**src/include/osc_macros.svh**
```systemverilog
`ifndef OSC_MACROS_SVH
`define OSC_MACROS_SVH

// bank size
`define VOICES        8
`define OSCS          4
`define VOICE_W       3
`define OSC_W         2
`define SLOT_W        5

// datapath widths
`define ACC_W         24
`define PHASE_W       11
`define SAMPLE_W      17
`define OFFSET_W      8

// register bus
`define REG_ADDR_W    7
`define REG_DATA_W    8
`define OFFSET_BASE   6
`define OFFSET_STRIDE 16

// quarter-wave table
`define QUARTER_LEN   512
`define SINE_AMP      65535

`endif
```
**src/design/offset_registers.sv**
```systemverilog
`include "osc_macros.svh"

module offset_registers (
    input  logic                        read,
    input  logic                        reset_data_N,
    input  logic                        reg_write,
    input  logic                        reg_read,
    input  logic [`REG_ADDR_W-1:0]      reg_addr,
    input  logic [`REG_DATA_W-1:0]      reg_wdata,
    output logic [`REG_DATA_W-1:0]      reg_rdata,
    input  logic [`OSC_W-1:0]           lookup_osc,
    output logic signed [`OFFSET_W-1:0] lookup_offset
);

    logic signed [`OFFSET_W-1:0] offs [0:`OSCS-1];
    logic [`OSCS-1:0]            hit;
    logic [`REG_DATA_W-1:0]      rd_mux;

    // one address per oscillator, base plus stride
    always_comb begin
        for (int o = 0; o < `OSCS; o++) begin
            hit[o] = (reg_addr == `REG_ADDR_W'(`OFFSET_BASE + `OFFSET_STRIDE * o));
        end
    end

    ////////////////////////////////////////////////////////////
    // write side
    ////////////////////////////////////////////////////////////

    always_ff @(posedge read) begin
        if (!reset_data_N) begin
            for (int o = 0; o < `OSCS; o++) begin
                offs[o] <= '0;
            end
        end else if (reg_write) begin
            for (int o = 0; o < `OSCS; o++) begin
                if (hit[o]) begin
                    offs[o] <= reg_wdata;
                end
            end
        end
    end

    ////////////////////////////////////////////////////////////
    // read side
    ////////////////////////////////////////////////////////////

    // unmatched address gives zero
    always_comb begin
        rd_mux = '0;
        for (int o = 0; o < `OSCS; o++) begin
            if (hit[o]) begin
                rd_mux = offs[o];
            end
        end
    end

    always_ff @(posedge read) begin
        if (!reset_data_N) begin
            reg_rdata <= '0;
        end else if (reg_read) begin
            reg_rdata <= rd_mux;
        end
    end

    // wave shaper lookup
    assign lookup_offset = offs[lookup_osc];

    bus_no_overlap: assert property (
        @(posedge read) disable iff (!reset_data_N)
        !(reg_write && reg_read)
    );

endmodule

```
**config.mk**
```make
export PLATFORM = sky130hd
export DESIGN_NAME = offset_registers
export DESIGN_NICKNAME = d
export VERILOG_FILES = /design/src/design/offset_registers.sv
export VERILOG_INCLUDE_DIRS = /design/src /design/src/include
export SDC_FILE = /design/constraint.sdc
export NUM_CORES = 1
export LEC_CHECK = 0
export ABC_AREA = 1
export BUFFER_PORTS_ARGS = -buffer_cell sky130_fd_sc_hd__clkbuf_2
export CAP_MARGIN = 10
export CORE_UTILIZATION = 55
export DETAILED_ROUTE_END_ITERATION = 7
export GPL_TIMING_DRIVEN = 0
export PLACE_DENSITY = 0.78
export SYNTH_ARGS = -nofsm -noshare
export SYNTH_HDL_FRONTEND = slang
export SYNTH_SLANG_ARGS = --single-unit
```
**constraint.sdc**
```tcl
create_clock -name read -period 4.5 [get_ports read]
set_clock_uncertainty 0.15 [all_clocks]
set_input_delay 0.225 -clock read [delete_from_list [all_inputs] [get_ports read]]
set_output_delay 0.225 -clock read [all_outputs]
set_load 0.005 [all_outputs]
```
==> results of run 1 <==
## power by group through the flow
stage	Combinational [mW]	Clock, mW	Sequential (mW)
finish	0.0795	0.287	0.423
CTS	0.0784	0.288	0.422
floorplan	0.0425	0	0.428
global route	0.0877	0.304	0.424
detailed placement	0.0780	0	0.430
global placement	0.0753	0	0.430
## logic make-up (layout without fill, tap and decap cells)
kind of cell,Yosys count,count (layout),synth area share
AOI/OAI and AO/OA,50,50,0.1366
buffers and inverters,32,77,0.06219
DFF,40,40,0.5463
and+or+nand+nor,107,107,0.2549
## metal layers
| layer | part of all wire | vias to the layer above | global-route usage |
|---|---|---|---|
| li1 | - | 884 | - |
| met1 | 0.40 | 873 | 0.3673 |
| met2 | 0.49 | 104 | 0.4825 |
| met3 | 0.078 | 17 | 0.05978 |
| met4 | 0.031 | 0 | 0.1483 |
| met5 | 0 | - | 0 |
## sequential cells by signal, summed over array words and instances, names as in the netlist
name / cells
reg_rdata: 8
offs: 32
## placed cells by master (no fill, tap or decap)
cell type and count:
o211ai_1 8, clkinv_4 1, nand3_1 27, nand2_1 21, clkbuf_1 2, nand2_2 1, buf_4 3, nand2_4 1
clkinv_1 1, nor2_2 10, clkbuf_8 5, buf_1 1, edfxtp_1 32, clkbuf_2 35, inv_2 2, a21oi_1 8
dfxtp_1 8, nor2_1 41, o21ai_1 8, buf_2 3, nor2_4 1, nand4_2 2, bufinv_16 1, nand4_1 1
nor3_4 2, inv_1 23, o21ai_0 18, o22ai_1 8
## worst max path at each step
stage,endpoint,cells after the start
2_1_floorplan,offs[2][0],6
3_3_place_gp,offs[2][4],7
3_5_place_dp,offs[3][3],6
4_1_cts,offs[3][0],6
5_1_grt,offs[2][6],8
6_report,offs[2][5],8
## final cells by class
class	instances	area, um2	area share
Multi-Input combinational cell	157	803.3	0.3332
Clock inverter	3	42.54	0.01764
Timing Repair Buffer	37	190.2	0.07888
Clock buffer	5	68.82	0.02854
Inverter	25	93.84	0.03892
Tap cell	46	57.56	0.02387
Buffer	7	33.78	0.01401
Sequential cell	40	1121	0.4650
## worst max-delay path, cell delays in order
cell,delay (ns)
clkbuf_2,0.08
inv_1,0.04
nand2_1,0.05
nor2_2,0.15
buf_2,0.28
nand3_1,0.19
o21ai_0,0.52
buf_4,0.27
==> impl_metrics.tcl, run 1 <==
set metrics [dict create \
    status "finished, final reports clean" \
    area_growth_pct 17.50 \
    holdPathEnd "offs[2][4]" \
    final.period_utilization 0.4368 \
    min-delay-start "reg_wdata[4]" \
    r2r.worst_path.cells 4 \
    clkLatencyLatePin_ns 0.29 \
    cts_made_buffers 5 \
    routedWlPerCell_um 16.52 \
    r2r_setup_slack_ns 3.41 \
    hold_path_class "input port to register" \
    viasPerCell 5.869 \
    clkPwrFrac 0.364 \
    start_util 0.5961 \
    final-hold-violation-count 0 \
    worstMarginPinSlew_ns 0.7595 \
    nets 294 \
    fin_hold_ws_ns 0.1228 \
    wl_um 5285 \
    switching_share 0.2350 \
    globalRouteOverflowTotal 0 \
    p_comb_frac 0.101 \
    total_power_mw 0.7894 \
    peakVddDrop_mv 0.2532 \
    antenna_found_initial 0 \
    syn_area_per_cell_um2 8.961 \
    hpwlAfterDp_um 3662 \
    grt_pass1_vias 1848 \
    final_cells 320 \
    routabilityCongestion 0.8514 \
    fillers 288 \
    htree_levels 2 \
    clockBufferDepth 2 \
    cp.required_ns 4.35 \
    syn_inst 229 \
    synth_top_area_share 0.4683 \
    synth_enable_flop_cells 32 \
    setup_slack_ns 2.535 \
    die_area_um2 3979 \
    finalInstanceArea_um2 2411 \
    cts_tree "done" \
    ctsHoldBuffers 0 \
    pwr-share-seq 0.535 \
    p_int_mw 0.6039 \
    synthMostInstantiatedCell "nor2_1" \
    cts.repair.resized 0 \
    worstPathArrival_ns 1.81 \
    timing.rr.start "offs[2][5]" \
    leakagePower_nw 1.002 \
    max_slew_margin 0.4883 \
    tns_ns 0 \
    grtUsageTotal 0.2943 \
    synth_nets 250 \
    clkTransAtPathRegs_ns 0.08 \
    hold_depth 3 \
    rows 21 \
    synth-seq-cells 40 \
    fmax_mhz 508.8 \
    first_pass_iters 5 \
    cts_setup_buffers 0 \
    cts_root_buffer "clkbuf_8" \
    cp_max_fo 10 \
    cts_sinks 40 \
    ys_types 23 \
    ant_nets 0 \
    worstSetupStartpoint "reg_addr[3]" \
    min_period_ns 1.965 \
    fin_util 0.7005 \
    worstSetupEndpointType "register" \
    port_buffers 35 \
    r2r-end "reg_rdata[5]" \
    crit_type "input port to register" \
    yosysSeqAreaShare 0.5463 \
    ios 37 \
    power_density_nw_per_um2 327.4 \
    synth_area_um2 2052 \
    drt_iter0_drc 190 \
    die_h_um 63.08 \
    die_width_um 63.08 \
    dpl_worst_slack_ns 2.199 \
    vias 1878 \
    route.detailed.drc 0 \
    grt_pass1_wl_um 8618 \
    synthFlopType "edfxtp_1" \
    drive_gt1_frac 0.2445 \
    async_reset_ff_frac 0 \
    setup_viol 0 \
    p_switching_mw 0.1855 \
    synth_area_leader_cell "edfxtp_1" \
    place_inst 312 \
    synthTopCellsByCount "nor2_1 (41), edfxtp_1 (32), nand3_1 (27)" \
    grt_max_degree 14 \
    synth_area_leaders "edfxtp_1 (47%), dfxtp_1 (7.8%), nor2_1 (7.5%)" \
    place_area_um2 2300 \
    yosysWarnings 0 \
    rsz0062_at_grt "no" \
    worstSetupStartpointType "input port" \
    diodes 0 \
    core_um2 3442 \
    cap_violations 0 \
    finalMaxSlewViolations 0 \
]
Power figures use the tool's default switching activity.
==> run 2, diff against run 1 <==
- CORE_UTILIZATION: 55 -> 50
- PLACE_DENSITY: 0.78 -> 0.75
- clock period: 4.5 -> 1.79 ns (I/O delays scaled with it)
==> impl_metrics.tcl, run 2 (synthesized netlist as in run 1, its figures left out) <==
set metrics [dict create \
    status "finished, final reports clean" \
    wl_um 5069 \
    path_cells "clkbuf_2 -> nand2_1 -> nor2_1 -> nand2_2 -> o21ai_1" \
    total_power_mw 1.864 \
    drt_iter0_drc 107 \
    worstMarginPinSlew_ns 0.8039 \
    final.period_utilization 0.9236 \
    fmax_mhz 604.8 \
    nets 298 \
    first_pass_iters 4 \
    diodes 0 \
    cts_tree "done" \
    clkTransAtPathRegs_ns 0.08 \
    hold_depth 3 \
    finalMaxSlewViolations 0 \
    route.detailed.drc 0 \
    p_comb_frac 0.111 \
    htree_levels 2 \
    cts_root_buffer "clkbuf_8" \
    hold_path_class "input port to register" \
    p_switching_mw 0.4809 \
    final-hold-violation-count 0 \
    grt_pass1_vias 1651 \
    globalRouteOverflowTotal 0 \
    max_stage_delay_ns 0.68 \
    grtUsageTotal 0.2567 \
    pwr-share-seq 0.569 \
    power_density_nw_per_um2 764.2 \
    die_h_um 66.06 \
    rows 22 \
    reg_top3 "offs: 32 flops, reg_rdata: 8 flops" \
    grt_pass1_wl_um 7734 \
    ios 37 \
    r2r-end "reg_rdata[2]" \
    port_buffers 35 \
    ant_nets 0 \
    crit_type "input port to register" \
    viasPerCell 5.491 \
    fillers 345 \
    largest-register "offs" \
    die_width_um 66.06 \
    r2r_setup_slack_ns 0.69 \
    clockBufferDepth 2 \
    worstPathArrival_ns 1.43 \
    min_period_ns 1.653 \
    worstSetupEndpointType "register" \
    largest_reg_flops 32 \
    final_common_cell "nor2_1" \
    start_util 0.5402 \
    critPathSlowestCell "o21ai_1" \
    worstSetupStartpointType "input port" \
    dpl_worst_slack_ns -0.5615 \
    setup_viol 0 \
    cp.required_ns 1.56 \
    drive_gt1_frac 0.2410 \
    clkPwrFrac 0.321 \
    antenna_found_initial 0 \
    switching_share 0.2580 \
    p_int_mw 1.383 \
    routedWlPerCell_um 15.55 \
    cap_violations 0 \
    vias 1790 \
    rsz0062_at_grt "no" \
    routabilityCongestion 0.8619 \
    die_area_um2 4364 \
    clkLatencyLatePin_ns 0.30 \
    layout_common_cells "nor2_1 (41), clkbuf_2 (35), edfxtp_1 (32)" \
    core_um2 3799 \
    timing.rr.start "offs[2][2]" \
    worstSetupStartpoint "reg_addr[5]" \
    grt_max_degree 14 \
    r2r.worst_path.cells 4 \
    max_slew_margin 0.4605 \
    holdPathEnd "offs[2][0]" \
    leakagePower_nw 1.011 \
    cp_max_fo 9 \
    min-delay-start "reg_wdata[0]" \
    cts_sinks 40 \
    cts_made_buffers 5 \
    hpwlAfterDp_um 3458 \
    peakVddDrop_mv 0.5707 \
    area_growth_pct 18.84 \
    setup_slack_ns 0.1367 \
]
## run 2: changes by cell type in the layout (fill, tap and decap cells not counted)
cell / before / now
buf_4: 3 / 1
dlygate4sd3_1: 0 / 6
bufinv_16: 1 / 0
clkinv_2: 0 / 2
o21ai_1: 8 / 9
clkinv_1: 1 / 0
o21ai_2: 0 / 1
o21ai_0: 18 / 16
## run 2: power by group through the flow
stage	Combinational [mW]	Clock, mW	Sequential [mW]
final	0.206	0.597	1.06
after global routing	0.224	0.638	1.07
after CTS	0.203	0.606	1.06
after detailed placement	0.192	0	1.08
after global placement	0.188	0	1.08
after floorplan	0.107	0	1.08
## run 2: how the worst max path moves through the flow
stage	to	slack (ns)	cells after the start
after floorplan	offs[2][0]	0.005	6
after detailed placement	offs[2][6]	-0.56	7
after CTS	offs[2][6]	0.08	7
after global routing	offs[3][7]	0.02	5
after global placement	offs[2][6]	-0.55	7
final	offs[3][7]	0.14	5
## run 2: what timing repair did
item                                    4_1_cts  5_1_grt
gates resized for setup                       2        1
hold buffers                                  6        0
setup buffers                                 0        0
endpoints found under the setup margin       16        8
endpoints found under the hold margin        17        0
## run 2: stage by stage
stage / area [um2] / hold WS [ns] / util / std cells / TNS (ns)
6_report: 2439 / 0.004598 / 0.6420 / 326 / 0
5_1_grt: 2439 / 0.009720 / 0.6420 / 326 / 0
4_1_cts: 2435 / 0.001693 / 0.6410 / 326 / 0
3_5_place_dp: 2287 / 0.2905 / 0.6021 / 312 / -8.851
3_3_place_gp: 2287 / 0.2886 / 0.6021 / 312 / -8.665
2_1_floorplan: 2052 / 0.1597 / - / 229 / 0
## run 2: area by class of cell
type,instances,area [um2],area share
repair buffers,41,235.2,0.09646
clock buffers,5,68.82,0.02822
flip-flops and latches,40,1121,0.4597
well taps,48,60.06,0.02463
plain buffers,7,33.78,0.01385
multi-input cells,157,807.0,0.3309
clock inverters,3,18.77,0.007696
inverters,25,93.84,0.03848
## run 2: routing by layer
layer	global-route usage	wire [um]	up-vias
met1	0.3139	2079	791
met4	0.1543	157	0
li1	-	-	892
met5	0	0	-
met3	0.07069	486	15
met2	0.4018	2346	92
## run 2: critical path: cells and delay by family
family	cells	cell delay, ns
AO/OA/AOI/OAI	1	0.68
AND/OR/NAND/NOR	3	0.49
buffers and inverters	1	0.17
==> run 3, diff against run 2 <==
- PLACE_DENSITY: 0.75 -> 0.74
- SLEW_MARGIN: default -> 40
==> impl_metrics.tcl, run 3 (synthesized netlist as in run 1, its figures left out) <==
set metrics [dict create \
    hold_path_class "input port to register" \
    wl_um 4489 \
    finalMaxSlewViolations 0 \
    max_slew_margin 0.5080 \
    p_int_mw 1.378 \
    globalRouteOverflowTotal 0 \
    antenna_found_initial 0 \
    final.period_utilization 0.8872 \
    grt_max_degree 14 \
    min_period_ns 1.588 \
    largest-register "offs" \
    die_h_um 66.06 \
    p_comb_frac 0.102 \
    route.detailed.drc 0 \
    first_pass_iters 5 \
    pwr-share-seq 0.573 \
    clkLatencyLatePin_ns 0.30 \
    ant_nets 0 \
    vias 1736 \
    worstMarginPinSlew_ns 0.7332 \
    die_area_um2 4364 \
    clockBufferDepth 2 \
    fin_util 0.6357 \
    peakVddDrop_mv 0.5167 \
    ios 37 \
    layout_common_cells "nor2_1 (41), clkbuf_2 (35), edfxtp_1 (32)" \
    fin_hold_ws_ns 0.0001048 \
    start_util 0.5402 \
    power_density_nw_per_um2 772.9 \
    area_growth_pct 17.68 \
    drive_gt1_frac 0.2355 \
    routabilityCongestion 0.8901 \
    clkTransAtPathRegs_ns 0.08 \
    final_common_cell "nor2_1" \
    rows 22 \
    cts_tree "done" \
    routedWlPerCell_um 13.85 \
    hpwlAfterDp_um 3530 \
    drt_iter0_drc 127 \
    crit_type "input port to register" \
    die_width_um 66.06 \
    finalInstanceArea_um2 2415 \
    cts_sinks 40 \
    final-hold-violation-count 0 \
    nets 296 \
    port_buffers 35 \
    grt_pass1_vias 1560 \
    worstSetupEndpointType "register" \
    worstSetupStartpointType "input port" \
    cap_violations 0 \
    p_switching_mw 0.4882 \
    rsz0062_at_grt "no" \
    setup_viol 0 \
    switching_share 0.2616 \
    diodes 0 \
    leakagePower_nw 0.9914 \
    total_power_mw 1.866 \
    htree_levels 2 \
    worstPathArrival_ns 1.37 \
    cts_root_buffer "clkbuf_8" \
    dpl_worst_slack_ns -0.1258 \
    clkPwrFrac 0.325 \
    grt_pass1_wl_um 7169 \
    status "finished, final reports clean" \
    core_um2 3799 \
    setup_slack_ns 0.2020 \
    largest_reg_flops 32 \
    fillers 329 \
    place_area_um2 2287 \
    reg_top3 "offs: 32 flops, reg_rdata: 8 flops" \
    grtUsageTotal 0.2298 \
    cp_max_fo 10 \
    viasPerCell 5.358 \
    cp.required_ns 1.58 \
    cts_made_buffers 5 \
    fmax_mhz 629.7 \
]
==> run 3: layout make-up <==
class	count	area [um2]	share of cell area
Sequential cell	40	1121	0.4642
Clock inverter	3	18.77	0.007772
Clock buffer	5	68.82	0.02850
Timing Repair Buffer	39	215.2	0.08912
Tap cell	48	60.06	0.02487
Buffer	7	33.78	0.01399
Inverter	25	93.84	0.03886
Multi-Input combinational cell	157	803.3	0.3326
==> run 3: final timing paths <==
check               start           end  slack (ns)  depth (start not counted)
max reg2reg    offs[2][7]  reg_rdata[7]        0.70                          4
min reg2reg  reg_rdata[0]  reg_rdata[0]        0.32                          2
min          reg_wdata[1]    offs[2][1]      0.0001                          3
max           reg_addr[3]    offs[2][2]        0.20                          7
==> run 3: power groups by stage <==
stage | registers (mW) | clock network, mW | logic, mW
4_1_cts | 1.07 | 0.612 | 0.190
2_1_floorplan | 1.08 | 0 | 0.107
3_3_place_gp | 1.09 | 0 | 0.178
6_report | 1.07 | 0.606 | 0.191
3_5_place_dp | 1.09 | 0 | 0.183
5_1_grt | 1.07 | 0.654 | 0.211
==> run 3: critical path, stage by stage <==
cell,delay (ns)
clkbuf_2,0.08
inv_1,0.04
nand2_1,0.05
nor2_2,0.15
buf_2,0.25
nand3_1,0.15
o21ai_1,0.57
==> run 3: through the flow <==
step / instances / setup TNS, ns
after floorplan: 229 / 0
after global placement: 312 / -5.747
after detailed placement: 312 / -1.859
after CTS: 324 / 0
after global routing: 324 / 0
final: 324 / 0
==> run 3: repair_timing <==
action,in CTS,in global routing
hold endpoints to repair,7,0
hold buffers,4,0
setup buffers,0,0
gates resized for setup,0,0
==> run 3: metal layers <==
layer,track usage,wire (um),vias up
met5,0,0,-
met4,0.09840,80,0
met3,0.06552,384,12
met2,0.3814,2073,94
met1,0.2771,1951,749
li1,-,-,881
