File: src/include/osc_macros.svh
`ifndef OSC_MACROS_SVH
`define OSC_MACROS_SVH

// bank size
`define VOICES        8
`define OSCS          4
`define VOICE_W       3
`define OSC_W         2
`define SLOT_W        5

// datapath widths
`define ACC_W         24
`define PHASE_W       11
`define SAMPLE_W      17
`define OFFSET_W      8

// register bus
`define REG_ADDR_W    7
`define REG_DATA_W    8
`define OFFSET_BASE   6
`define OFFSET_STRIDE 16

// quarter-wave table
`define QUARTER_LEN   512
`define SINE_AMP      65535

`endif
File: src/design/osc_pkg.sv
`include "osc_macros.svh"

package osc_pkg;

    ////////////////////////////////////////////////////////////
    // slot tag
    ////////////////////////////////////////////////////////////

    // voice in the high bits, oscillator in the low bits
    typedef struct packed {
        logic [`VOICE_W-1:0] voice;
        logic [`OSC_W-1:0]   osc;
    } slot_fields_t;

    // flat index addresses the phase memory,
    // the fields select the offset and tag the sample
    typedef union packed {
        logic [`SLOT_W-1:0] flat;
        slot_fields_t       f;
    } slot_tag_u;

endpackage

File: src/design/phase_if.sv
`include "osc_macros.svh"

// tagged phase from accumulator to wave shaper
interface phase_if;

    logic                       valid;
    logic                       ready;
    osc_pkg::slot_tag_u         tag;
    logic [`PHASE_W-1:0]        phase;
    logic signed [`PHASE_W-1:0] modulation;

    modport source (
        output valid,
        output tag,
        output phase,
        output modulation,
        input  ready
    );

    modport sink (
        input  valid,
        input  tag,
        input  phase,
        input  modulation,
        output ready
    );

endinterface

File: src/design/phase_accumulator.sv
`include "osc_macros.svh"

module phase_accumulator (
    input  logic                       read,
    input  logic                       reset_data_N,
    input  logic                       in_valid,
    output logic                       in_ready,
    input  osc_pkg::slot_tag_u         in_tag,
    input  logic [`ACC_W-1:0]          in_inc,
    input  logic signed [`PHASE_W-1:0] in_mod,
    input  logic                       in_zero,
    phase_if.source                    ph
);

    // one accumulator per slot
    logic [`ACC_W-1:0]  acc_mem [0:`VOICES*`OSCS-1];

    logic               sweep_busy;
    logic [`SLOT_W-1:0] sweep_idx;
    logic               accept;
    logic [`ACC_W-1:0]  acc_old;
    logic [`ACC_W-1:0]  acc_new;

    assign in_ready = !sweep_busy && (!ph.valid || ph.ready);
    assign accept   = in_valid && in_ready;

    assign acc_old = acc_mem[in_tag.flat];
    assign acc_new = (in_zero ? '0 : acc_old) + in_inc;

    ////////////////////////////////////////////////////////////
    // reset sweep
    ////////////////////////////////////////////////////////////

    always_ff @(posedge read) begin
        if (!reset_data_N) begin
            sweep_busy <= 1'b1;
            sweep_idx  <= '0;
        end else if (sweep_busy) begin
            sweep_idx <= sweep_idx + 1'b1;
            if (sweep_idx == `SLOT_W'(`VOICES*`OSCS-1)) begin
                sweep_busy <= 1'b0;
            end
        end
    end

    // sweep has priority, input is blocked while it runs
    always_ff @(posedge read) begin
        if (sweep_busy) begin
            acc_mem[sweep_idx] <= '0;
        end else if (accept) begin
            acc_mem[in_tag.flat] <= acc_new;
        end
    end

    ////////////////////////////////////////////////////////////
    // output register
    ////////////////////////////////////////////////////////////

    always_ff @(posedge read) begin
        if (!reset_data_N) begin
            ph.valid <= 1'b0;
        end else if (accept) begin
            ph.valid <= 1'b1;
        end else if (ph.ready) begin
            ph.valid <= 1'b0;
        end
    end

    // table phase is the top of the new accumulator value
    always_ff @(posedge read) begin
        if (accept) begin
            ph.tag        <= in_tag;
            ph.phase      <= acc_new[`ACC_W-1 -: `PHASE_W];
            ph.modulation <= in_mod;
        end
    end

    // held phase must not change under a stalled sink
    ph_hold_stable: assert property (
        @(posedge read) disable iff (!reset_data_N)
        ph.valid && !ph.ready |=> ph.valid && $stable(ph.tag) &&
            $stable(ph.phase) && $stable(ph.modulation)
    );

endmodule

File: src/flat_wrapper.sv
// flat-port wrapper written by rule: the top's interface ports become plain ports
module phase_accumulator_flat 
  (read, reset_data_N, in_valid, in_ready, in_tag, in_inc, in_mod, in_zero, ph_valid, ph_tag, ph_phase, ph_modulation, ph_ready);
  phase_if ph_i ();
  input  logic read;
  input  logic reset_data_N;
  input  logic in_valid;
  output logic in_ready;
  input  osc_pkg::slot_tag_u in_tag;
  input  logic [`ACC_W-1:0] in_inc;
  input  logic signed [`PHASE_W-1:0] in_mod;
  input  logic in_zero;
  output wire logic [$bits(ph_i.valid)-1:0] ph_valid;
  output wire logic [$bits(ph_i.tag)-1:0] ph_tag;
  output wire logic [$bits(ph_i.phase)-1:0] ph_phase;
  output wire logic [$bits(ph_i.modulation)-1:0] ph_modulation;
  input wire logic [$bits(ph_i.ready)-1:0] ph_ready;
  assign ph_valid = ph_i.valid;
  assign ph_tag = ph_i.tag;
  assign ph_phase = ph_i.phase;
  assign ph_modulation = ph_i.modulation;
  assign ph_i.ready = ph_ready;
  phase_accumulator u_core (.read(read), .reset_data_N(reset_data_N), .in_valid(in_valid), .in_ready(in_ready), .in_tag(in_tag), .in_inc(in_inc), .in_mod(in_mod), .in_zero(in_zero), .ph(ph_i));
endmodule
File: config.mk
export PLATFORM = sky130hd
export DESIGN_NAME = phase_accumulator_flat
export DESIGN_NICKNAME = d
export VERILOG_FILES = /design/src/design/osc_pkg.sv /design/src/design/phase_if.sv /design/src/design/phase_accumulator.sv /design/src/flat_wrapper.sv
export VERILOG_INCLUDE_DIRS = /design/src /design/src/include
export SDC_FILE = /design/constraint.sdc
export NUM_CORES = 1
export LEC_CHECK = 0
export ABC_CLOCK_PERIOD_IN_PS = 7150
export BUFFER_PORTS_ARGS = -buffer_cell sky130_fd_sc_hd__buf_2
export CAP_MARGIN = 40
export CORE_AREA = 4 4 307 309
export DETAILED_ROUTE_END_ITERATION = 16
export DIE_AREA = 0 0 311 313
export PLACE_DENSITY = 0.55
export SLEW_MARGIN = 10
export SYNTH_ARGS = -nofsm -noshare
export SYNTH_HDL_FRONTEND = slang
export SYNTH_SLANG_ARGS = --single-unit
File: constraint.sdc
create_clock -name read -period 7.15 [get_ports read]
set_clock_uncertainty 0.1 [all_clocks]
set_input_delay 0.3575 -clock read [delete_from_list [all_inputs] [get_ports read]]
set_output_delay 0.3575 -clock read [all_outputs]
set_load 0.02 [all_outputs]
==> key figures, run 1 <==
Status
  – Outcome: finished, final reports clean

Power and ir drop
  – Worst vdd ir: 0.000178 V
  – Clock power frac: 41.9%
  – Register share of total power: 53.3%
  – Combinational share of power: 4.8%
  – Switching power: 2.06 mW
  – Internal Pwr Total: 7.63 mW
  – Sw frac: 21.2%
  – P_leak: 12.5 nW
  – PD cells: 262 mW/mm²

Worst setup path
  – Worst EP required: 7530 ps
  – CP Depth: 15
  – CP Buf/Inv Count: 3
  – WS Path Type: input pin to flop
  – Cells along the critical path: buf_8 > buf_4 > mux4_2 > mux4_2 > nand2_1 > a21oi_1 > ha_1 > nand2_1 > o21ai_0 > a21oi_1 > o21ai_2 > a31oi_1 > xnor2_1 > and2_1 > buf_6
  – Crit path DAT: 5460 ps
  – Top Family by Delay on Critical Path: buffers and inverters
  – Crit-path max FO: 58
  – CP endpoint kind: flop
  – Startpoint types: input pin
  – Path depth of the worst reg2reg path: 14
  – Slowest CP cell: buf_4
  – Slowest Stage Delay on Critical Path: 570 ps

Layout
  – ANT cells: 0
  – Layout Cells excl Fill: 2878
  – Synthesis-to-finish area growth: 16.1%
  – Layout cell share with drive strength beyond 1: 32.3%
  – Post-layout net count: 1701

Detailed routing
  – Routed length per instance: 28.6 µm
  – Iteration-0 DRC Markers: 1392
  – Pre-antenna DRT Iters: 5
  – Detail Route Antenna Nets: 0
  – Vias after detailed routing: 15830
  – DR vias/cell: 5.50
  – DRC viols: 0
  – Wirelength, routed: 82400 µm

Logic synthesis
  – Mapped Area: 0.0319 mm²
  – Syn Nets: 1530
  – Cells after synthesis: 1459
  – Avg Cell Area, Syn: 21.8 µm²
  – YS warnings: 0
  – Sequential share of the synthesized area: 75.4%
  – Post-synthesis cell type count: 53
  – Largest cells by area after synthesis: edfxtp_1 75%, mux4_2 17%, ha_1 0.98%
  – Share of the synthesized area in the top cell type: 74.9%
  – Top cell type by total area after synthesis: edfxtp_1
  – Top FF cell, synth: edfxtp_1
  – #FFs+latches synth: 802
  – Post-synth EDFFs: 795
  – Ys async rst share: 0%

GRT
  – Antenna violations before repair: 0
  – Remaining global-route overflow: 0
  – Largest net degree at the start of global routing: 99
  – Vias in the first global route: 16454
  – First-pass GRT wire length: 118000 µm
  – GR Util All Layers: 16.9%

STA
  – RSZ-0062 raised after global routing: false
  – Setup TNS: 0 ps
  – Final count of negative-setup-slack endpoints: 0
  – Slew headroom: 37.6%
  – Final Critical Period: 5080 ps
  – Max Freq: 197 MHz
  – Tightest Pin Transition: 936 ps
  – Final Hold Viols: 0
  – Final Max Tran Viols: 0
  – Final period utilization: 71.1%

Placed design
  – RD Place Congestion: 0.803
  – Dpl hpwl: 46000 µm
  – PortBufs: 73
  – Inst Count DP: 2715

Clock tree
  – Worst-Skew Late Latency: 640 ps
  – Number of buffers created by CTS: 81
  – CTS tree: done
  – CTS H-tree lvls: 3
  – Post-CTS Resized: 0
  – Longest Clk Path Bufs: 3
  – CTS Root Cell: clkbuf_16
  – Clk sinks: 802
  – Clock-pin slew on the worst setup and hold paths: 60 ps

Run
  – Max-cap viol count: 0

Floorplan
  – Die area: 0.0973 mm²
  – I/O pins: 74
  – Die H: 313 µm
  – Core region area: 0.0914 mm²
  – Row cnt: 111
  – Initial Util: 34.9%
  – Chip width: 311 µm

Hold path
  – HP Class: input pin to flop
  – Hold Path Cell Cnt: 3
[power groups by stage]
stage,Combinational (mW),Clock [mW],Sequential (mW)
3_5_place_dp,0.464,0,5.26
4_1_cts,0.472,4.15,5.16
5_1_grt,0.499,4.36,5.16
3_3_place_gp,0.457,0,5.26
6_report,0.469,4.06,5.16
2_1_floorplan,0.294,0,5.26
[routing by layer]
layer / vias to the layer above / share of wire [%] / GRT usage, %
met4: 0 / 2.5 / 4.67
met2: 643 / 46 / 26.0
met3: 139 / 8.4 / 3.77
met1: 8586 / 43 / 24.4
li1: 6462 / - / -
met5: - / 0 / 0
[cell usage in the layout (no fill, tap or decap), types with 5 or more instances in the layout]
cell | synthesis | final
dfxtp_1 | 7 | 7
xnor2_1 | 15 | 15
buf_8 | 0 | 8
bufinv_16 | 0 | 5
clkinv_1 | 1 | 14
mux4_2 | 238 | 238
clkbuf_16 | 0 | 81
o21ai_0 | 12 | 12
a21o_1 | 12 | 12
xor2_1 | 9 | 9
a21boi_0 | 5 | 5
a31oi_1 | 7 | 5
a21oi_1 | 46 | 45
clkbuf_1 | 40 | 24
clkinv_2 | 0 | 11
and2_1 | 15 | 15
inv_1 | 6 | 5
nand2b_1 | 6 | 6
dlygate4sd3_1 | 0 | 13
buf_4 | 1 | 62
ha_1 | 25 | 25
nand2_1 | 65 | 65
nor3_1 | 7 | 6
nor2_1 | 51 | 19
buf_2 | 25 | 69
nor2_4 | 0 | 32
buf_6 | 5 | 5
mux2i_1 | 7 | 5
edfxtp_1 | 795 | 795
nand4_1 | 5 | 5
nand3_1 | 6 | 6
[timing repair]
action | 4_1_cts | 5_1_grt
hold buffers | 13 | 0
endpoints found under the hold margin | 18 | 0
setup buffers | 0 | 0
[sequential cells by signal (all words and copies together) (netlist names)]
name                  count
u_core.sweep_idx          5
u_core.ph.tag             5
u_core.sweep_busy         1
u_core.ph.valid           1
u_core.ph.phase          11
u_core.acc_mem          768
u_core.ph.modulation     11
[area by class of cell]
cell class | count | area, µm²
Fill cell | 8064 | 54400
Timing Repair Buffer | 162 | 1230
Inverter | 7 | 26.3
Multi-Input combinational cell | 576 | 7740
Tap cell | 1186 | 1480
Sequential cell | 802 | 24000
Clock inverter | 38 | 359
Clock buffer | 107 | 2140
[synthesized netlist by cell type, drive strengths merged, types with 2 or more instances]
cell,n
nor2b,3
xor2,9
xnor2,15
edfxtp,795
buf,34
o211ai,3
and3,2
o21bai,3
clkbuf,40
a21o,12
nand3,6
or2,3
a21oi,46
inv,6
nand4,5
ha,25
o41ai,2
nand2b,6
a211oi,4
dfxtp,7
mux2i,7
a31oi,7
or3,2
and2,15
nor3,8
o21a,3
nor4,2
a21boi,6
mux4,238
o21ai,16
nand2,65
nor2,51
[worst min-delay path, delay by kind of cell]
family	cells	cell delay, ps
AND/OR/NAND/NOR	1	80
buffers and inverters	2	230
[through the flow]
stage                     hold slack, ps  total power, mW  worst slack (ps)  utilization, %  instance area [µm²]
after floorplan                      334             5.55              1790               -                31900
after global placement               385             5.72              1200            37.3                34100
after detailed placement             408             5.73              1130            37.5                34300
after CTS                           83.9             9.79              1790            40.4                36900
after global routing                 110             10.0              1700            40.5                37000
final                                129             9.69              2070            40.5                37000
[final timing paths]
kind	startpoint	end	slack (ps)
worst max-delay path	in_tag[0]	u_core.acc_mem[17][15]$_DFFE_PP_	2070
worst min-delay path	in_valid	u_core.ph.phase[8]$_DFFE_PP_	130
worst max register to register	u_core.acc_mem[9][0]$_DFFE_PP_	u_core.acc_mem[11][16]$_DFFE_PP_	2250
worst min register to register	u_core.ph.valid$_SDFFE_PN0P_	u_core.ph.valid$_SDFFE_PN0P_	410
[kinds of logic (layout without fill, tap and decap cells)]
| kind of cell | after synthesis | in the layout | synth area share [%] |
|---|---|---|---|
| buffers and inverters | 81 | 314 | 1.18 |
| muxes | 245 | 245 | 17.0 |
| AOI/OAI and AO/OA | 108 | 108 | 2.20 |
| adders and majority gates | 26 | 26 | 1.04 |
| xor gates and xnor gates | 24 | 24 | 0.660 |
| and+or+nand+nor | 173 | 173 | 2.49 |
| DFF | 802 | 802 | 75.4 |
Note: power is estimated with default switching activity, not from simulation.
==> run 2: changes to the inputs <==
Settings changed: ABC_CLOCK_PERIOD_IN_PS 7150 to 5250.
Clock period 7.15 ns to 5.25 ns, I/O delays scaled along.
==> run 2 against run 1 <==
Register-to-register slack worse by 1700 ps. First-iteration DRC count grew 27%. Cell count is 2.6% higher. Combinational power up 55%. Sequential power grew 36%. Global-route usage is 0.13 points higher. Critical endpoint is now u_core.acc_mem[17][20]$_DFFE_PP_. Largest cell class unchanged.
==> key figures, run 2 (synthesized netlist as in run 1, its figures left out) <==
STA
  – Max Freq: 202 MHz
  – Final Critical Period: 4960 ps
  – Slew headroom: 41.5% (was 37.6%)
  – Tightest Pin Transition: 875 ps (was 936 ps)
  – Final Max Tran Viols: 0 (unchanged)
  – RSZ-0062 raised after global routing: false (unchanged)
  – Final Hold Viols: 0 (unchanged)
  – Setup TNS: 0 ps (unchanged)
  – Final count of negative-setup-slack endpoints: 0 (unchanged)
  – Final period utilization: 94.4%

Placed design
  – RD Place Congestion: 0.818 (was 0.803)
  – Dpl hpwl: 50800 µm (was 46000 µm)
  – PortBufs: 73 (unchanged)
  – Dpl cell area: 0.0352 mm² (was 0.0343 mm²)

Power and ir drop
  – P_leak: 13.1 nW (was 12.5 nW)
  – Sw frac: 20.6% (was 21.2%)
  – PD cells: 361 mW/mm² (was 262 mW/mm²)
  – Combinational share of power: 5.3% (was 4.8%)
  – Worst vdd ir: 0.000225 V (was 0.000178 V)
  – Register share of total power: 51.0% (was 53.3%)
  – Internal Pwr Total: 11.0 mW (was 7.63 mW)
  – Clock power frac: 43.7% (was 41.9%)
  – Switching power: 2.84 mW (was 2.06 mW)
  – Pwr Total: 13.8 mW (was 9.69 mW)

Hold path
  – Hold Path Cell Cnt: 1 (was 3)
  – Hold Path Sink: u_core.ph.tag[1]$_DFFE_PP_ (was u_core.ph.phase[8]$_DFFE_PP_)
  – HP Class: input pin to flop (unchanged)
  – Hold_sp: in_tag[1] (was in_valid)

Worst setup path
  – Worst EP required: 5570 ps (was 7530 ps)
  – Slowest CP cell: dlygate4sd3_1 (was buf_4)
  – Crit path DAT: 5280 ps (was 5460 ps)
  – WS Path Type: input pin to flop (unchanged)
  – Cell repeated most along the worst path: buf_4
  – Crit-path max FO: 32 (was 58)
  – Cells along the critical path: dlygate4sd3_1 > buf_8 > buf_4 > mux4_2 > mux4_2 > nand2_1 > a21oi_1 > fa_1 > a21o_1 > a21o_1 > a211oi_2 > buf_4 > o31ai_4 > a31oi_1 > o41ai_4 > mux2i_2 > buf_4 (was buf_8 > buf_4 > mux4_2 > mux4_2 > nand2_1 > a21oi_1 > ha_1 > nand2_1 > o21ai_0 > a21oi_1 > o21ai_2 > a31oi_1 > xnor2_1 > and2_1 > buf_6)
  – Worst R2R Setup Slack: 580 ps (was 2250 ps)
  – Slowest Stage Delay on Critical Path: 570 ps (about the same)
  – CP endpoint kind: flop (unchanged)
  – Top Family by Delay on Critical Path: buffers and inverters (unchanged)
  – Capturing point of the worst reg2reg path: u_core.acc_mem[17][20]$_DFFE_PP_ (was u_core.acc_mem[11][16]$_DFFE_PP_)
  – CP Buf/Inv Count: 5 (was 3)
  – Path depth of the worst reg2reg path: 15 (was 14)
  – Startpoint types: input pin (unchanged)
  – Reg-to-Reg Start: u_core.acc_mem[27][0]$_DFFE_PP_ (was u_core.acc_mem[9][0]$_DFFE_PP_)

Clock tree
  – CTS H-tree lvls: 3 (unchanged)
  – CTS tree: done (unchanged)
  – Number of buffers created by CTS: 82 (was 81)
  – Worst-Skew Late Latency: 620 ps (was 640 ps)
  – Clk sinks: 802 (unchanged)
  – Longest Clk Path Bufs: 3 (unchanged)
  – Clock-pin slew on the worst setup and hold paths: 60 ps (about the same)
  – Postcts setup bufs: 0 (unchanged)
  – CTS Root Cell: clkbuf_16 (unchanged)

Layout
  – Top reg by flops: u_core.acc_mem (unchanged)
  – Design Area, Final: 0.0382 mm² (was 0.0370 mm²)
  – Number of fill cells in the layout: 7941 (was 8064)
  – Largest register FFs: 768 (unchanged)
  – Post-layout net count: 1775 (was 1701)
  – Layout cell share with drive strength beyond 1: 35.9% (was 32.3%)
  – Biggest regs: u_core.acc_mem x768, u_core.ph.modulation x11, u_core.ph.phase x11 (unchanged)
  – Synthesis-to-finish area growth: 19.9% (was 16.1%)
  – Finished Core Util: 41.8% (was 40.5%)
  – Commonest non-fill, non-tap cells in the layout: 795 x edfxtp_1, 238 x mux4_2, 111 x buf_4, 84 x clkbuf_16, 69 x buf_2 (was 795 x edfxtp_1, 238 x mux4_2, 81 x clkbuf_16, 69 x buf_2, 65 x nand2_1)
  – Most common cell after layout, fill and taps aside: edfxtp_1 (unchanged)

Floorplan
  – Die H: 313 µm (unchanged)
  – Initial Util: 34.9% (unchanged)
  – Row cnt: 111 (unchanged)
  – Chip width: 311 µm (unchanged)
  – Core region area: 0.0914 mm² (unchanged)
  – I/O pins: 74 (unchanged)
  – Die area: 0.0973 mm² (unchanged)

GRT
  – Antenna violations before repair: 2 (was 0)
  – Largest net degree at the start of global routing: 49 (was 99)
  – First-pass GRT wire length: 120000 µm (was 118000 µm)
  – Global-route met3 utilization: 2.78% (was 3.77%)
  – GR Util All Layers: 17.0% (was 16.9%)
  – GRT busiest layer: met2 (unchanged)
  – Remaining global-route overflow: 0 (unchanged)
  – Met2 GRT Util: 26.1% (was 26.0%)
  – Vias in the first global route: 16381 (was 16454)
  – Met1 usage: 25.5% (was 24.4%)

Detailed routing
  – Iteration-0 DRC Markers: 1773 (was 1392)
  – Routed length per instance: 28.2 µm (was 28.6 µm)
  – DR vias/cell: 5.49 (was 5.50)
  – Vias after detailed routing: 16232 (was 15830)
  – Pre-antenna DRT Iters: 5 (unchanged)
  – DRC viols: 0 (unchanged)
  – Detail Route Antenna Nets: 0 (unchanged)
  – Wirelength, routed: 83400 µm (was 82400 µm)

Status
  – Outcome: finished, final reports clean (unchanged)

Run
  – Max-cap viol count: 0 (unchanged)
run 2: worst reg2reg max path, stage by stage, from the launching register on:
cell and delay [ps]:
edfxtp_1 380, mux4_2 490, mux4_2 490, nand2_1 90, a21oi_1 70, ha_1 250
fa_1 460, a21o_1 170, a21o_1 210, a211oi_2 220, buf_4 190, o31ai_4 120
a31oi_1 520, o41ai_4 150, mux2i_2 230, buf_4 320
run 2: power groups by stage:
stage | sequential [mW] | combinational (mW) | clock [mW]
after global placement | 7.16 | 0.704 | 0
after detailed placement | 7.17 | 0.713 | 0
after floorplan | 7.16 | 0.400 | 0
final | 7.03 | 0.728 | 6.03
after CTS | 7.03 | 0.727 | 6.15
after global routing | 7.03 | 0.771 | 6.43
run 2: timing repair:
action | CTS | global route
hold buffers | 15 | 0
gates resized for setup | 0 | 3
hold endpoints to repair | 19 | 0
setup endpoints to repair | 0 | 96
run 2: layout make-up:
class	instances	area (µm²)	area share [%]
clock inverter	52	632	1.65
inverter	7	26.3	0.0688
timing repair buffer	235	2140	5.61
tap	1186	1480	3.88
multi-input combinational	576	7750	20.3
antenna	1	2.50	0.00655
sequential	802	24000	62.9
clock buffer	95	2150	5.64
run 2: per-stage QoR:
stage / setup slack [ps] / std cells / hold slack, ps
2_1_floorplan: 32.9 / 1459 / 239
3_5_place_dp: 64.2 / 2785 / 341
4_1_cts: 106 / 2947 / 32.6
3_3_place_gp: -68.2 / 2766 / 343
6_report: 294 / 2954 / 40.9
5_1_grt: 67.8 / 2953 / 30.7
run 2: routing by layer:
metal | share of wire (%) | wire, µm
met5 | 0.012 | 10
met4 | 2.3 | 1900
met3 | 6.9 | 5770
met2 | 46 | 38400
met1 | 45 | 37400
run 2: how the worst max path moves through the flow:
| stage | from | end | slack (ps) | depth (start not counted) |
|---|---|---|---|---|
| finish | in_tag[0] | u_core.acc_mem[17][20]$_DFFE_PP_ | 290 | 17 |
| global route | in_tag[0] | u_core.acc_mem[17][20]$_DFFE_PP_ | 70 | 17 |
| CTS | in_tag[0] | u_core.acc_mem[29][23]$_DFFE_PP_ | 110 | 17 |
| detailed placement | in_tag[0] | u_core.acc_mem[16][23]$_DFFE_PP_ | 60 | 16 |
| global placement | in_tag[0] | u_core.acc_mem[22][16]$_DFFE_PP_ | -70 | 15 |
| floorplan | in_tag[1] | u_core.acc_mem[0][6]$_DFFE_PP_ | 30 | 14 |
==> run 3: changes to the inputs <==
Settings changed: CAP_MARGIN 40 to 20, CTS_BUF_LIST set to sky130_fd_sc_hd__clkbuf_4 sky130_fd_sc_hd__clkbuf_8.
==> run 3 against run 2 <==
Die area unchanged. Sequential cell count unchanged. Largest power group unchanged. Count of clock-buffer cells in the layout increased by 88. Worst hold slack improved by 66 ps.
==> key figures, run 3 (synthesized netlist as in run 1, its figures left out) <==
STA
  – Slew headroom: 26.7% (was 41.5%)
  – Final Critical Period: 4840 ps (was 4960 ps)
  – Final Max Tran Viols: 0 (unchanged)
  – Tightest Pin Transition: 1100 ps (was 875 ps)
  – RSZ-0062 raised after global routing: false (unchanged)
  – Hold_ws: 107 ps (was 40.9 ps)
  – Setup TNS: 0 ps (unchanged)
  – Max Freq: 207 MHz (was 202 MHz)
  – Final Hold Viols: 0 (unchanged)
  – Final period utilization: 92.2% (was 94.4%)
  – Final count of negative-setup-slack endpoints: 0 (unchanged)

Detailed routing
  – DR vias/cell: 5.37 (was 5.49)
  – Vias after detailed routing: 16288 (was 16232)
  – Routed length per instance: 27.8 µm (was 28.2 µm)
  – Detail Route Antenna Nets: 0 (unchanged)
  – Iteration-0 DRC Markers: 1753 (was 1773)
  – Wirelength, routed: 84100 µm (was 83400 µm)
  – Pre-antenna DRT Iters: 5 (unchanged)
  – DRC viols: 0 (unchanged)

Hold path
  – Hold_sp: in_inc[19] (was in_tag[1])
  – HP Class: input pin to flop (unchanged)
  – Hold Path Sink: u_core.ph.phase[6]$_DFFE_PP_ (was u_core.ph.tag[1]$_DFFE_PP_)
  – Hold Path Cell Cnt: 4 (was 1)

Floorplan
  – Initial Util: 34.9% (unchanged)
  – Die H: 313 µm (unchanged)
  – Core region area: 0.0914 mm² (unchanged)
  – Die area: 0.0973 mm² (unchanged)
  – Row cnt: 111 (unchanged)
  – Chip width: 311 µm (unchanged)
  – I/O pins: 74 (unchanged)

Worst setup path
  – Reg-to-Reg Start: u_core.acc_mem[31][0]$_DFFE_PP_ (was u_core.acc_mem[27][0]$_DFFE_PP_)
  – Worst EP required: 5580 ps (was 5570 ps)
  – Capturing point of the worst reg2reg path: u_core.acc_mem[21][14]$_DFFE_PP_ (was u_core.acc_mem[17][20]$_DFFE_PP_)
  – Crit-path max FO: 32 (unchanged)
  – WS Path Type: input pin to flop (unchanged)
  – Crit path DAT: 5170 ps (was 5280 ps)
  – Path depth of the worst reg2reg path: 14 (was 15)
  – CP endpoint kind: flop (unchanged)
  – Startpoint types: input pin (unchanged)
  – Worst R2R Setup Slack: 510 ps (was 580 ps)

GRT
  – GR Util All Layers: 17.4% (was 17.0%)
  – Antenna violations before repair: 2 (unchanged)
  – Remaining global-route overflow: 0 (unchanged)
  – Largest net degree at the start of global routing: 49 (unchanged)
  – First-pass GRT wire length: 121000 µm (was 120000 µm)
  – Vias in the first global route: 16886 (was 16381)

Layout
  – Synthesis-to-finish area growth: 18.5% (was 19.9%)
  – Number of fill cells in the layout: 7998 (was 7941)
  – Top reg by flops: u_core.acc_mem (unchanged)
  – Commonest non-fill, non-tap cells in the layout: 795 x edfxtp_1, 238 x mux4_2, 147 x clkbuf_8, 109 x buf_4, 69 x buf_2 (was 795 x edfxtp_1, 238 x mux4_2, 111 x buf_4, 84 x clkbuf_16, 69 x buf_2)
  – Layout cell share with drive strength beyond 1: 38.0% (was 35.9%)
  – Largest register FFs: 768 (unchanged)
  – Post-layout net count: 1817 (was 1775)
  – Most common cell after layout, fill and taps aside: edfxtp_1 (unchanged)
  – Biggest regs: u_core.acc_mem x768, u_core.ph.modulation x11, u_core.ph.phase x11 (unchanged)

Clock tree
  – Number of buffers created by CTS: 133 (was 82)
  – Worst-Skew Late Latency: 780 ps (was 620 ps)
  – CTS tree: done (unchanged)
  – Longest Clk Path Bufs: 3 (unchanged)
  – CTS H-tree lvls: 4 (was 3)
  – CTS Root Cell: clkbuf_8 (was clkbuf_16)
  – Clock-pin slew on the worst setup and hold paths: 60 ps (about the same)
  – Postcts setup bufs: 0 (unchanged)
  – Clk sinks: 802 (unchanged)

Placed design
  – Dpl hpwl: 49400 µm (was 50800 µm)
  – PortBufs: 73 (unchanged)
  – RD Place Congestion: 0.818 (unchanged)

Run
  – Max-cap viol count: 0 (unchanged)

Power and ir drop
  – Worst vdd ir: 0.000246 V (was 0.000225 V)
  – P_leak: 13.0 nW (was 13.1 nW)
  – PD cells: 346 mW/mm² (was 361 mW/mm²)

Status
  – Outcome: finished, final reports clean (unchanged)
run 3: layer usage:
layer | vias up | share of wire (%) | GRT usage (%)
li1 | 6726 | - | -
met3 | 107 | 7.3 | 3.85
met1 | 8763 | 45 | 25.2
met5 | - | 0 | 0
met4 | 0 | 2.0 | 5.29
met2 | 692 | 46 | 26.4
run 3: through the flow:
| step | worst slack (ps) | area [µm²] | std cells | util, % | power, mW |
|---|---|---|---|---|---|
| after detailed placement | -126 | 34800 | 2768 | 38.1 | 7.87 |
| after CTS | 91.2 | 37600 | 3024 | 41.2 | 13.2 |
| after global placement | -68.2 | 34800 | 2766 | 38.0 | 7.87 |
| after global routing | 56.5 | 37800 | 3032 | 41.3 | 13.6 |
| after floorplan | 32.9 | 31900 | 1459 | - | 7.56 |
| final | 408 | 37800 | 3032 | 41.3 | 13.1 |
run 3: how the worst max path moves through the flow:
| stage | startpoint | to | slack (ps) | cells past startpoint |
|---|---|---|---|---|
| after floorplan | in_tag[1] | u_core.acc_mem[0][6]$_DFFE_PP_ | 30 | 14 |
| after CTS | in_tag[0] | u_core.acc_mem[0][16]$_DFFE_PP_ | 90 | 16 |
| after global placement | in_tag[0] | u_core.acc_mem[22][16]$_DFFE_PP_ | -70 | 15 |
| after detailed placement | in_tag[0] | u_core.acc_mem[23][16]$_DFFE_PP_ | -130 | 15 |
| final | in_tag[0] | u_core.acc_mem[21][14]$_DFFE_PP_ | 410 | 16 |
| after global routing | in_tag[0] | u_core.acc_mem[13][18]$_DFFE_PP_ | 60 | 17 |
run 3: layout make-up:
type                    count  area [µm²]  area share (%)
flip-flops and latches    802       24000            63.6
well taps                1186        1480            3.93
multi-input cells         576        7740            20.5
clock buffers             183        2290            6.06
diodes                      1        2.50         0.00663
clock inverters            51         279           0.739
inverters                   7        26.3          0.0696
repair buffers            226        1930            5.11
run 3: power by group:
group,switching (mW),internal [mW],leakage (nW)
combinational,0.411,0.306,3.58
sequential,0.0168,7.02,8.09
clock,2.44,2.87,1.36
run 3: critical path, stage by stage:
cell           delay (ps)
dlygate4sd3_1         570
buf_8                 290
buf_4                 250
mux4_2                510
mux4_2                470
nand2_1               140
a21oi_1               160
fa_1                  440
a21o_1                170
a21o_1                210
a211oi_2              230
buf_4                 180
o31ai_4               120
a21boi_2              220
xnor2_1               150
and2_1                760
run 3: timing repair:
action / 4_1_cts / 5_1_grt
setup endpoints to repair: 0 / 91
hold buffers: 22 / 0
resized for setup: 0 / 3
endpoints found under the hold margin: 26 / 0
